**src/include/ecc_params.svh**
```systemverilog
`ifndef ECC_PARAMS_SVH
`define ECC_PARAMS_SVH

// ----------------------------------------------------------------------
// SECDED code geometry
// ----------------------------------------------------------------------

`define ECC_DATA_WIDTH   119   // Data bits in positions 3 to 126
`define ECC_PARITY_WIDTH 8     // Seven Hamming bits plus overall parity

// Hamming bits cover codeword positions 1 to 127
`define ECC_HAMMING_BITS 7

`endif

```
**src/design/ecc_pkg.sv**
```systemverilog
`include "ecc_params.svh"

package ecc_pkg;

    // ------------------------------------------------------------------
    // Word types
    // ------------------------------------------------------------------

    typedef logic [`ECC_DATA_WIDTH-1:0]   ecc_data_t;     // Also used for the mask
    typedef logic [`ECC_PARITY_WIDTH-1:0] ecc_parity_t;
    typedef logic [`ECC_PARITY_WIDTH-1:0] ecc_syndrome_t;

    // Result of the syndrome decode before bypass is applied
    typedef struct packed {
        ecc_data_t mask;   // One hot on a correctable data error
        logic      sbit;   // Single error seen
        logic      dbit;   // Double or uncorrectable error seen
    } ecc_decode_t;

    // ------------------------------------------------------------------
    // Position map
    // ------------------------------------------------------------------

    // Data bits fill the codeword from position 3 upward and step over
    // every power of two, where the Hamming check bits sit
    function automatic logic [`ECC_HAMMING_BITS-1:0] ecc_data_position(
        input int unsigned idx
    );
        int unsigned pos;

        pos = idx + 3;   // Positions 1 and 2 are check bits
        for (int k = 2; k < `ECC_HAMMING_BITS; k++) begin
            if (pos >= (1 << k)) begin
                pos = pos + 1;   // Skip the check bit at 2**k
            end
        end
        return pos[`ECC_HAMMING_BITS-1:0];
    endfunction

endpackage

```
**src/design/ecc_encoder.sv**
```systemverilog
`include "ecc_params.svh"

module ecc_encoder
    import ecc_pkg::*;
(
    input  ecc_data_t   data,
    output ecc_parity_t parity
);

    // ------------------------------------------------------------------
    // Check bit generation
    // ------------------------------------------------------------------

    // Check bit i collects every data bit whose codeword position has
    // bit i set. The top bit collects the data bits at positions of even
    // popcount, which makes it the parity of the whole codeword
    always_comb begin
        logic [`ECC_HAMMING_BITS-1:0] pos;

        parity = '0;
        for (int i = 0; i < `ECC_DATA_WIDTH; i++) begin
            pos = ecc_data_position(i);

            for (int b = 0; b < `ECC_HAMMING_BITS; b++) begin
                if (pos[b]) begin
                    parity[b] = parity[b] ^ data[i];
                end
            end

            if (!(^pos)) begin   // Even weight position
                parity[`ECC_HAMMING_BITS] = parity[`ECC_HAMMING_BITS] ^ data[i];
            end
        end
    end

endmodule

```
**src/design/ecc_syndrome_decoder.sv**
```systemverilog
`include "ecc_params.svh"

module ecc_syndrome_decoder
    import ecc_pkg::*;
(
    input  ecc_parity_t parity_in,
    input  ecc_parity_t parity_calc,
    output ecc_decode_t decode
);

    ecc_syndrome_t                syndrome;
    logic [`ECC_HAMMING_BITS-1:0] pos_field;    // Position named by the Hamming bits
    logic                         odd_weight;
    logic                         pos_is_data;
    logic                         pos_is_check;  // Zero or a power of two
    logic                         single_err;
    ecc_data_t                    match_mask;

    assign syndrome   = parity_in ^ parity_calc;
    assign pos_field  = syndrome[`ECC_HAMMING_BITS-1:0];
    assign odd_weight = ^syndrome;

    // ------------------------------------------------------------------
    // Position match
    // ------------------------------------------------------------------

    // Compare the position field with the codeword position of every data bit
    always_comb begin
        match_mask = '0;
        for (int i = 0; i < `ECC_DATA_WIDTH; i++) begin
            match_mask[i] = (pos_field == ecc_data_position(i));
        end
    end

    assign pos_is_data  = |match_mask;
    assign pos_is_check = ($countones(pos_field) <= 1);

    // An odd syndrome is only correctable when it points at a real bit.
    // Position 127 holds nothing so it lands in the uncorrectable class
    assign single_err = odd_weight && (pos_is_data || pos_is_check);

    // ------------------------------------------------------------------
    // Classification
    // ------------------------------------------------------------------

    always_comb begin
        decode.mask = '0;
        decode.sbit = 1'b0;
        decode.dbit = 1'b0;

        if (syndrome != '0) begin
            if (single_err) begin
                decode.sbit = 1'b1;
                decode.mask = match_mask;   // Stays zero for a check bit error
            end else begin
                decode.dbit = 1'b1;
            end
        end
    end

endmodule

```
**src/design/ecc_output_stage.sv**
```systemverilog
module ecc_output_stage
    import ecc_pkg::*;
(
    input  logic        clk,
    input  logic        rst,
    input  ecc_data_t   data_in,
    input  ecc_parity_t parity_calc,
    input  ecc_decode_t decode,
    input  logic        bypass,
    output ecc_data_t   data_out,
    output ecc_parity_t parity_out,
    output ecc_data_t   mask,
    output logic        sbit_err,
    output logic        dbit_err
);

    ecc_data_t data_sel;
    logic      sbit_sel;
    logic      dbit_sel;

    // ------------------------------------------------------------------
    // Correction and bypass
    // ------------------------------------------------------------------

    assign data_sel = bypass ? data_in : (data_in ^ decode.mask);
    assign sbit_sel = decode.sbit & ~bypass;   // Flags are quiet in bypass
    assign dbit_sel = decode.dbit & ~bypass;

    // ------------------------------------------------------------------
    // Output register
    // ------------------------------------------------------------------

    always_ff @(posedge clk) begin
        if (rst) begin
            data_out   <= '0;
            parity_out <= '0;
            mask       <= '0;
            sbit_err   <= 1'b0;
            dbit_err   <= 1'b0;
        end else begin
            data_out   <= data_sel;
            parity_out <= parity_calc;
            mask       <= decode.mask;   // Reported in both modes
            sbit_err   <= sbit_sel;
            dbit_err   <= dbit_sel;
        end
    end

endmodule

```
**src/design/ecc_119_top.sv**
```systemverilog
module ecc_119_top
    import ecc_pkg::*;
(
    input  logic        clk,
    input  logic        rst,
    input  ecc_data_t   data_in,
    input  ecc_parity_t parity_in,
    input  logic        bypass,
    output ecc_data_t   data_out,
    output ecc_parity_t parity_out,
    output ecc_data_t   mask,
    output logic        sbit_err,
    output logic        dbit_err
);

    ecc_parity_t parity_calc;     // Check bits of the incoming data
    ecc_decode_t decode_result;

    // ------------------------------------------------------------------
    // Combinational check and decode
    // ------------------------------------------------------------------

    ecc_encoder u_encoder (
        .data   (data_in),
        .parity (parity_calc)
    );

    ecc_syndrome_decoder u_decoder (
        .parity_in   (parity_in),
        .parity_calc (parity_calc),
        .decode      (decode_result)
    );

    // One register stage for every output
    ecc_output_stage u_output_stage (
        .clk         (clk),
        .rst         (rst),
        .data_in     (data_in),
        .parity_calc (parity_calc),
        .decode      (decode_result),
        .bypass      (bypass),
        .data_out    (data_out),
        .parity_out  (parity_out),
        .mask        (mask),
        .sbit_err    (sbit_err),
        .dbit_err    (dbit_err)
    );

endmodule

```
**config.mk**
```make
export PLATFORM = sky130hd
export DESIGN_NAME = ecc_119_top
export DESIGN_NICKNAME = d
export VERILOG_FILES = /design/src/design/ecc_pkg.sv /design/src/design/ecc_encoder.sv /design/src/design/ecc_syndrome_decoder.sv /design/src/design/ecc_output_stage.sv /design/src/design/ecc_119_top.sv
export VERILOG_INCLUDE_DIRS = /design/src /design/src/include
export SDC_FILE = /design/constraint.sdc
export NUM_CORES = 1
export LEC_CHECK = 0
export BUFFER_PORTS_ARGS = -buffer_cell sky130_fd_sc_hd__buf_2
export CAP_MARGIN = 20
export CELL_PAD_IN_SITES_DETAIL_PLACEMENT = 1
export CELL_PAD_IN_SITES_GLOBAL_PLACEMENT = 2
export CORE_UTILIZATION = 32
export DETAILED_ROUTE_END_ITERATION = 6
export PLACE_DENSITY = 0.88
export SLEW_MARGIN = 10
export SYNTH_ARGS = -nofsm -noshare
export SYNTH_HDL_FRONTEND = slang
export SYNTH_SLANG_ARGS = --single-unit
```
**constraint.sdc**
```tcl
create_clock -name clk -period 14.6 [get_ports clk]
set_input_delay 0 -clock clk [delete_from_list [all_inputs] [get_ports clk]]
set_output_delay 0 -clock clk [all_outputs]
set_load 0.01 [all_outputs]
```
==> results.py, run 1 <==
metrics = {
    "setup_path": {
        "crit_end": "u_output_stage.data_out[0]",
        "critPathCaptureType": "flop",
        "crit_fanout": 63,
        "startpoint": "data_in[115]",
        "cp.required_ps": 15050,
        "arrival_ps": 7200,
        "crit_type": "in2reg",
        "start_kind": "primary input",
    },
    "synthesis": {
        "synth.area.mux_share_pct": 0.337,
        "synthFlopType": "dfxtp_1",
        "netlist.area_leader.share_pct": 41.8,
        "synth-compound-area-share_pct": 3.56,
        "synth_top_family_by_area": "XOR/XNOR gates",
        "synth-seq-area-share_pct": 41.8,
        "ys_top_cells_by_area": "dfxtp_1 42%, xnor2_1 15%, xor2_1 12%",
        "synth_largest_area_cell": "dfxtp_1",
        "synth_area_um2": 11900,
        "yosys_warnings": 0,
        "yosys.area_share.xor_xnor_pct": 30.9,
        "syn-num-nets": 1434,
        "synth-adder-area-share_pct": 2.09,
        "synth_edf_count": 0,
        "ys_ff_latch": 248,
        "avgSynthCellArea_um2": 9.23,
        "synth-simple-area-share_pct": 18.2,
        "synth_cells": 1286,
        "async_reset_ff_share_pct": 0,
        "synth_cell_types": 49,
    },
    "timing": {
        "hold_viol": 0,
        "setup_viol": 0,
        "period_needed_ps": 6750,
        "whs_ps": 276,
        "period_share_pct": 46.2,
        "slew_headroom_pct": 16.4,
        "fmax_ghz": 0.148,
        "drv_slew": 0,
        "tightest_slew_ps": 1250,
        "rsz0062_at_grt": "no",
        "fin_setup_tns_ps": 0,
    },
    "routing": {
        "drcViolationCount": 0,
        "wl_um": 55600,
        "drtIter0Drc": 744,
        "ant_nets": 0,
        "wire_per_inst_um": 24.5,
        "vias": 11600,
        "avgViaCountPerCell": 5.13,
        "first_pass_iters": 7,
    },
    "floorplan": {
        "die_w_um": 195,
        "io_pins": 378,
        "die_area_um2": 37900,
        "core_area_um2": 36500,
        "start_util_pct": 32.5,
        "fp-row-count": 70,
        "die_h_um": 195,
    },
    "final_layout": {
        "syn2layout_area_growth_pct": 39.9,
        "fin_area_um2": 16600,
        "nets": 1927,
        "layout-drive-gt1-share_pct": 24.8,
        "final_util_pct": 45.5,
    },
    "grt": {
        "grt_usage_pct": 28.9,
        "antenna_found_initial": 2,
        "grt_start_max_net_pins": 101,
        "grt_pass1_vias": 12400,
        "grt_pass1_wl_um": 81300,
        "grt-ovfl-total": 0,
    },
    "clock_tree": {
        "cts_resized": 0,
        "cts.htree.levels": 1,
        "clkTransAtPathRegs_ps": 60,
        "cts_sinks": 248,
        "clockBufferDepth": 3,
        "numCtsBuffers": 28,
        "cts_tree": "yes",
        "clockRootBuffer": "clkbuf_16",
        "post-cts-setup-buffers": 0,
    },
    "run": {
        "max_cap_viol_count": 0,
    },
    "status": {
        "status": "finished clean",
    },
    "placed_design": {
        "place_area_um2": 14200,
        "io_buffers": 377,
        "dp_hpwl_um": 37900,
        "globalplace.congestion": 0.930,
    },
    "min_path": {
        "hp-class": "in2reg",
    },
}
logic make-up (layout without fill, tap and decap cells):
family | after synthesis | after routing
adders and majority gates | 18 | 18
buffers and inverters | 95 | 608
other | 0 | 1
muxes | 4 | 4
AOI/OAI and AO/OA | 62 | 62
xor gates and xnor gates | 387 | 387
and+or+nand+nor | 472 | 472
DFF | 248 | 248
cell usage after synthesis (15+ instances only):
| master | count |
|---|---|
| nor3_1 | 122 |
| clkbuf_1 | 64 |
| xor2_1 | 162 |
| xnor3_1 | 16 |
| nor2_1 | 150 |
| nand3_1 | 139 |
| nand2_1 | 43 |
| ha_1 | 15 |
| xnor2_1 | 205 |
| dfxtp_1 | 248 |
| o21ai_0 | 16 |
| buf_2 | 16 |
final cells by class:
class | count | area [um2]
diodes | 1 | 2.50
clock buffers | 37 | 795
clock inverters | 13 | 103
fillers | 4193 | 19900
inverters | 8 | 30.0
multi-input cells | 943 | 6560
flip-flops and latches | 248 | 4960
well taps | 468 | 586
repair buffers | 550 | 3580
critical path: stages:
cell and delay, ps:
dlygate4sd3_1 530, buf_2 180, xnor3_1 480, xnor3_1 450, xnor3_1 740, xnor2_1 280
xnor2_4 190, inv_2 50, buf_4 630, ha_1 370, xor2_1 220, xnor2_1 200
or3_1 600, nor2_1 950, nand3_1 220, xor2_1 420, nor2_1 60, dlygate4sd3_1 570
sequential cells by signal, summed over array words and instances (netlist names):
signal	cells
u_output_stage.data_out	119
u_output_stage.mask	119
u_output_stage.parity_out	8
u_output_stage.dbit_err	1
u_output_stage.sbit_err	1
cell usage in the layout, fill, tap and decap left out, types with 18 or more instances in the layout:
master,synthesis,final
buf_4,0,18
nand3_1,139,139
buf_2,16,376
nor2_1,150,150
dlygate4sd3_1,0,156
clkbuf_16,0,28
nor3_1,122,121
xnor2_1,205,205
xor2_1,162,162
dfxtp_1,248,248
nand2_1,43,43
per-layer routing:
metal	GRT usage [%]	vias up	part of all wire, %
li1	-	5207	-
met1	33.5	5686	39
met2	50.0	585	48
met3	5.62	161	7.1
met4	15.3	0	5.8
met5	0	-	0
through the flow:
step / instances / setup WS, ps
2_1_floorplan: 1286 / 9820
5_1_grt: 2268 / 7570
4_1_cts: 2267 / 8040
6_report: 2268 / 7850
3_5_place_dp: 2061 / 8060
3_3_place_gp: 2061 / 8210
how the worst min path moves through the flow:
stage	slack, ps	cells past startpoint	end	startpoint
after floorplan	140	2	u_output_stage.data_out[0]	data_in[0]
after global placement	280	3	u_output_stage.data_out[104]	data_in[104]
after detailed placement	290	3	u_output_stage.data_out[104]	data_in[104]
after CTS	240	4	u_output_stage.data_out[104]	data_in[104]
after global routing	300	4	u_output_stage.data_out[72]	data_in[72]
final	280	4	u_output_stage.data_out[104]	data_in[104]
what timing repair did:
action,CTS,global route
setup endpoints to repair,0,0
hold endpoints to repair,126,0
hold buffers,156,0
Power of run 1 is left out: the tool's default activity adds up to more than one toggle a clock period on the data nets, which glitch-free logic cannot reach.
==> inputs of run 2 (changes only) <==
ABC_AREA = 1   (was unset)
CORE_UTILIZATION = 31   (was 32)
PLACE_DENSITY = 0.85   (was 0.88)
clock period = 6.4 ns   (was 14.6 ns; I/O delays follow)
==> run 2 against run 1 <==
Clock-buffer cell count rose by 1. Final cell count up 40%. Non-clock buffer count increased by 31. Design area rose by 23%. Synthesized area rose by 31%. Worst hold slack lost 230 ps. Core utilization down 4.0 points. Global-route usage is 0.87 points higher. Largest cell class unchanged. Critical endpoint is now u_output_stage.sbit_err.
==> results.py, run 2 <==
metrics = {
    "clock_tree": {
        "clockBufferDepth": 3,
        "clkTransAtPathRegs_ps": 60,
        "cts_tree": "yes",
        "cts.htree.levels": 1,
        "clockRootBuffer": "clkbuf_16",
        "numCtsBuffers": 29,
        "cts_sinks": 248,
    },
    "grt": {
        "grt_start_max_net_pins": 151,
        "grt_pass1_wl_um": 111000,
        "grt_pass1_vias": 16300,
        "antenna_found_initial": 1,
        "grt-ovfl-total": 0,
        "grt_usage_pct": 29.7,
    },
    "floorplan": {
        "io_pins": 378,
        "die_area_um2": 51200,
        "die_w_um": 226,
        "core_area_um2": 49300,
        "start_util_pct": 31.7,
        "die_h_um": 226,
        "fp-row-count": 81,
    },
    "routing": {
        "avgViaCountPerCell": 5.17,
        "wire_per_inst_um": 24.7,
        "drtIter0Drc": 1195,
        "ant_nets": 0,
        "first_pass_iters": 5,
        "wl_um": 78100,
        "drcViolationCount": 0,
        "vias": 16400,
    },
    "synthesis": {
        "synth_edf_count": 0,
        "synth_top_family_by_area": "simple AND/OR/NAND/NOR gates",
        "synth_area_um2": 15600,
        "synth_cell_types": 38,
        "ys_ff_latch": 248,
        "yosys-top-cells-count": "310 x nand2_1, 248 x dfxtp_1, 224 x nor2_1, 223 x xnor2_1, 187 x xor2_1",
        "yosys_warnings": 0,
        "async_reset_ff_share_pct": 0,
        "netlist.area_leader.share_pct": 31.8,
        "synth-simple-area-share_pct": 27.2,
        "synth.area.mux_share_pct": 0,
        "synth-seq-area-share_pct": 31.8,
        "synth_largest_area_cell": "dfxtp_1",
        "ys_top_cells_by_area": "dfxtp_1 32%, xnor2_1 13%, xor2_1 10%",
        "synth-adder-area-share_pct": 1.59,
        "synth-compound-area-share_pct": 5.83,
        "avgSynthCellArea_um2": 7.54,
        "synthFlopType": "dfxtp_1",
        "yosysMostFrequentCell": "nand2_1",
        "synth_cells": 2069,
        "yosys.area_share.xor_xnor_pct": 23.2,
        "syn-num-nets": 2217,
    },
    "final_layout": {
        "largestRegisters": "u_output_stage.data_out: 119 flops, u_output_stage.mask: 119 flops, u_output_stage.parity_out: 8 flops",
        "diodes": 0,
        "nets": 2628,
        "fillCellCount": 6057,
        "layout_commonest_cell": "buf_2",
        "layout_common_cells": "375 x buf_2, 310 x nand2_1, 248 x dfxtp_1, 224 x nor2_1, 209 x xnor2_1",
        "layout-drive-gt1-share_pct": 24.6,
        "syn2layout_area_growth_pct": 31.1,
    },
    "placed_design": {
        "dp_hpwl_um": 59200,
        "globalplace.congestion": 0.952,
        "io_buffers": 377,
    },
    "setup_path": {
        "start_kind": "primary input",
        "crit_fanout": 18,
        "cp.required_ps": 6930,
        "crit_top_cell": "xor2_1",
        "max_stage_delay_ps": 570,
        "arrival_ps": 6690,
        "crit_type": "in2reg",
        "critPathCaptureType": "flop",
        "worst_path_max_delay_cell": "dlygate4sd3_1",
    },
    "timing": {
        "rsz0062_at_grt": "no",
        "slew_headroom_pct": 21.3,
        "fin_setup_tns_ps": 0,
        "period_needed_ps": 6160,
        "fmax_ghz": 0.162,
        "period_share_pct": 96.2,
        "drv_slew": 0,
        "tightest_slew_ps": 1180,
        "setup_viol": 0,
        "hold_viol": 0,
    },
    "status": {
        "status": "finished clean",
    },
    "run": {
        "max_cap_viol_count": 0,
    },
    "min_path": {
        "hp-class": "in2reg",
    },
}
-- run 2: cell types whose count changed after synthesis, moves of 25 or more --
cell,before,now
xor2_1,162,187
nor3_1,122,59
buf_2,16,53
nand2_1,43,310
inv_1,7,145
nand4_1,2,103
nand3_1,139,93
a31oi_1,4,110
clkbuf_1,64,99
nor2_1,150,224
nor3_2,0,26
-- run 2: timing repair --
item	in CTS	in global routing
setup buffers	0	5
endpoints found under the hold margin	141	0
resized for setup	0	19
hold buffers	121	0
setup endpoints to repair	0	4
-- run 2: worst max-delay path: cells and delay by family --
kind            cells  cell delay [ps]
compound gates      3              300
fa+ha+maj           4             1640
simple gates       10              790
xor+xnor            8             1930
buf+inv             9             1980
-- run 2: layout make-up --
type                    count  area [um2]  share of cell area (%)
well taps                 664         831                    4.06
clock buffers              38         830                    4.06
repair buffers            581        3860                    18.9
multi-input cells        1457        9140                    44.7
inverters                 163         631                    3.08
flip-flops and latches    248        4960                    24.3
clock inverters            15         183                   0.894
-- run 2: path summary, 6_finish.rpt --
check / from / endpoint / slack, ps / cells past startpoint
setup / recovery: data_in[83] / u_output_stage.sbit_err / 240 / 34
hold / removal: data_in[88] / u_output_stage.data_out[88] / 50 / 4
-- run 2: stage by stage --
step | std cells | util, % | worst slack, ps | instance area (um2) | hold slack, ps
floorplan | 2069 | - | 1400 | 15600 | 69.7
global placement | 2986 | 36.6 | 147 | 18000 | 281
detailed placement | 2986 | 36.6 | 79.5 | 18000 | 294
CTS | 3160 | 41.1 | 4.89 | 20200 | 14.1
global route | 3166 | 41.5 | 0.207 | 20400 | 77.8
finish | 3166 | 41.5 | 241 | 20400 | 46.7
-- run 2: routing by layer --
layer | vias to the layer above | routed length [um] | GRT usage [%]
met3 | 133 | 4930 | 3.30
met1 | 8092 | 33500 | 39.7
met2 | 691 | 36000 | 48.3
met4 | 0 | 3730 | 12.9
li1 | 7465 | - | -
met5 | - | 0 | 0
-- run 2: kinds of logic (layout without fill, tap and decap cells) --
kind of cell | count (synthesis) | in the layout
and+or+nand+nor | 876 | 876
xor gates and xnor gates | 412 | 412
buffers and inverters | 364 | 797
DFF | 248 | 248
AOI/OAI and AO/OA | 151 | 151
adders and majority gates | 18 | 18
Power of run 2 is left out for the same reason.
==> inputs of run 3 (changes only) <==
ABC_CLOCK_PERIOD_IN_PS = 6400   (was unset)
RECOVER_POWER = 50   (was unset)
==> run 3 against run 2 <==
Setup slack improved by 5.3 ps. Non-clock buffer count unchanged. Final cell count unchanged. Clock-buffer cell count unchanged. Sequential cell count unchanged. Via count decreased by 0.43%. Design area decreased by 1.5%. Routed wire length increased by 0.12%. Die area unchanged. Critical endpoint unchanged.
==> results.py, run 3 (synthesis results as in run 2) <==
metrics = {
    "status": {
        "status": "finished clean",
    },
    "grt": {
        "grt-ovfl-total": 0,
        "antenna_found_initial": 0,
        "grt_pass1_wl_um": 111000,
        "grt_pass1_vias": 16300,
        "grt_start_max_net_pins": 151,
        "grt_usage_pct": 29.7,
    },
    "final_layout": {
        "layout_commonest_cell": "nand2_1",
        "largestRegisters": "u_output_stage.data_out: 119 flops, u_output_stage.mask: 119 flops, u_output_stage.parity_out: 8 flops",
        "layout-drive-gt1-share_pct": 14.7,
        "nets": 2628,
        "fin_area_um2": 20100,
        "diodes": 0,
        "fillCellCount": 6161,
        "syn2layout_area_growth_pct": 29.1,
        "layout_common_cells": "310 x nand2_1, 250 x clkbuf_1, 248 x dfxtp_1, 224 x nor2_1, 209 x xnor2_1",
    },
    "floorplan": {
        "die_h_um": 226,
        "start_util_pct": 31.7,
        "fp-row-count": 81,
        "die_area_um2": 51200,
        "io_pins": 378,
        "core_area_um2": 49300,
        "die_w_um": 226,
    },
    "timing": {
        "fmax_ghz": 0.163,
        "tightest_slew_ps": 1170,
        "slew_headroom_pct": 21.9,
        "drv_slew": 0,
        "hold_viol": 0,
        "period_needed_ps": 6150,
        "fin_setup_tns_ps": 0,
        "rsz0062_at_grt": "no",
        "period_share_pct": 96.1,
        "setup_viol": 0,
    },
    "placed_design": {
        "place_area_um2": 18000,
        "dp_hpwl_um": 59200,
        "io_buffers": 377,
        "globalplace.congestion": 0.952,
    },
    "routing": {
        "vias": 16300,
        "avgViaCountPerCell": 5.15,
        "drtIter0Drc": 1259,
        "first_pass_iters": 5,
        "ant_nets": 0,
        "drcViolationCount": 0,
        "wl_um": 78200,
        "wire_per_inst_um": 24.7,
    },
    "setup_path": {
        "critPathCaptureType": "flop",
        "worst_path_max_delay_cell": "dlygate4sd3_1",
        "crit_fanout": 18,
        "crit_type": "in2reg",
        "arrival_ps": 6690,
        "crit_top_cell": "xor2_1",
        "start_kind": "primary input",
        "max_stage_delay_ps": 560,
        "cp.required_ps": 6930,
    },
    "clock_tree": {
        "clkTransAtPathRegs_ps": 60,
        "clockBufferDepth": 3,
        "cts_tree": "yes",
        "cts.htree.levels": 1,
        "numCtsBuffers": 29,
        "cts_sinks": 248,
        "clockRootBuffer": "clkbuf_16",
    },
    "min_path": {
        "hp-class": "in2reg",
    },
    "run": {
        "max_cap_viol_count": 0,
    },
}
[run 3: critical path, delay by kind of cell]
kind                       cells  cell delay (ps)
buffers and inverters          9             1970
xor gates and xnor gates       8             1930
adders and majority gates      4             1640
and+or+nand+nor               10              790
AOI/OAI and AO/OA              3              300
[run 3: final timing paths]
path                         from                           to  cells past startpoint
worst min-delay path  data_in[88]  u_output_stage.data_out[88]                      4
worst max-delay path  data_in[83]      u_output_stage.sbit_err                     34
[run 3: stage by stage]
stage / hold WS (ps) / utilization (%) / setup WS [ps] / std cells
after CTS: 14.1 / 41.1 / 4.89 / 3160
after global placement: 281 / 36.6 / 147 / 2986
after floorplan: 69.7 / - / 1400 / 2069
after detailed placement: 294 / 36.6 / 79.5 / 2986
after global routing: 77.8 / 40.9 / 0.207 / 3166
final: 50.5 / 40.9 / 246 / 3166
[run 3: layout make-up]
| cell class | count | area, um2 | share of cell area (%) |
|---|---|---|---|
| multi-input combinational | 1457 | 9140 | 45.4 |
| tap | 664 | 831 | 4.13 |
| sequential | 248 | 4960 | 24.7 |
| timing repair buffer | 581 | 3550 | 17.6 |
| inverter | 163 | 631 | 3.13 |
| clock buffer | 38 | 830 | 4.12 |
| clock inverter | 15 | 183 | 0.907 |
[run 3: metal layers]
layer  track usage [%]  part of all wire (%)  vias to the layer above
li1                  -                     -                     7460
met1              39.7                    43                     8078
met2              48.3                    46                      642
met3              3.30                   5.9                      130
met4              12.9                   4.7                        0
met5                 0                     0                        -
[run 3: timing repair]
action | 4_1_cts | 5_1_grt
gates resized for setup | 0 | 19
hold buffers | 121 | 0
buffers inserted | 0 | 5
hold endpoints to repair | 141 | 0
endpoints found under the setup margin | 0 | 4
Power of run 3 is left out for the same reason.
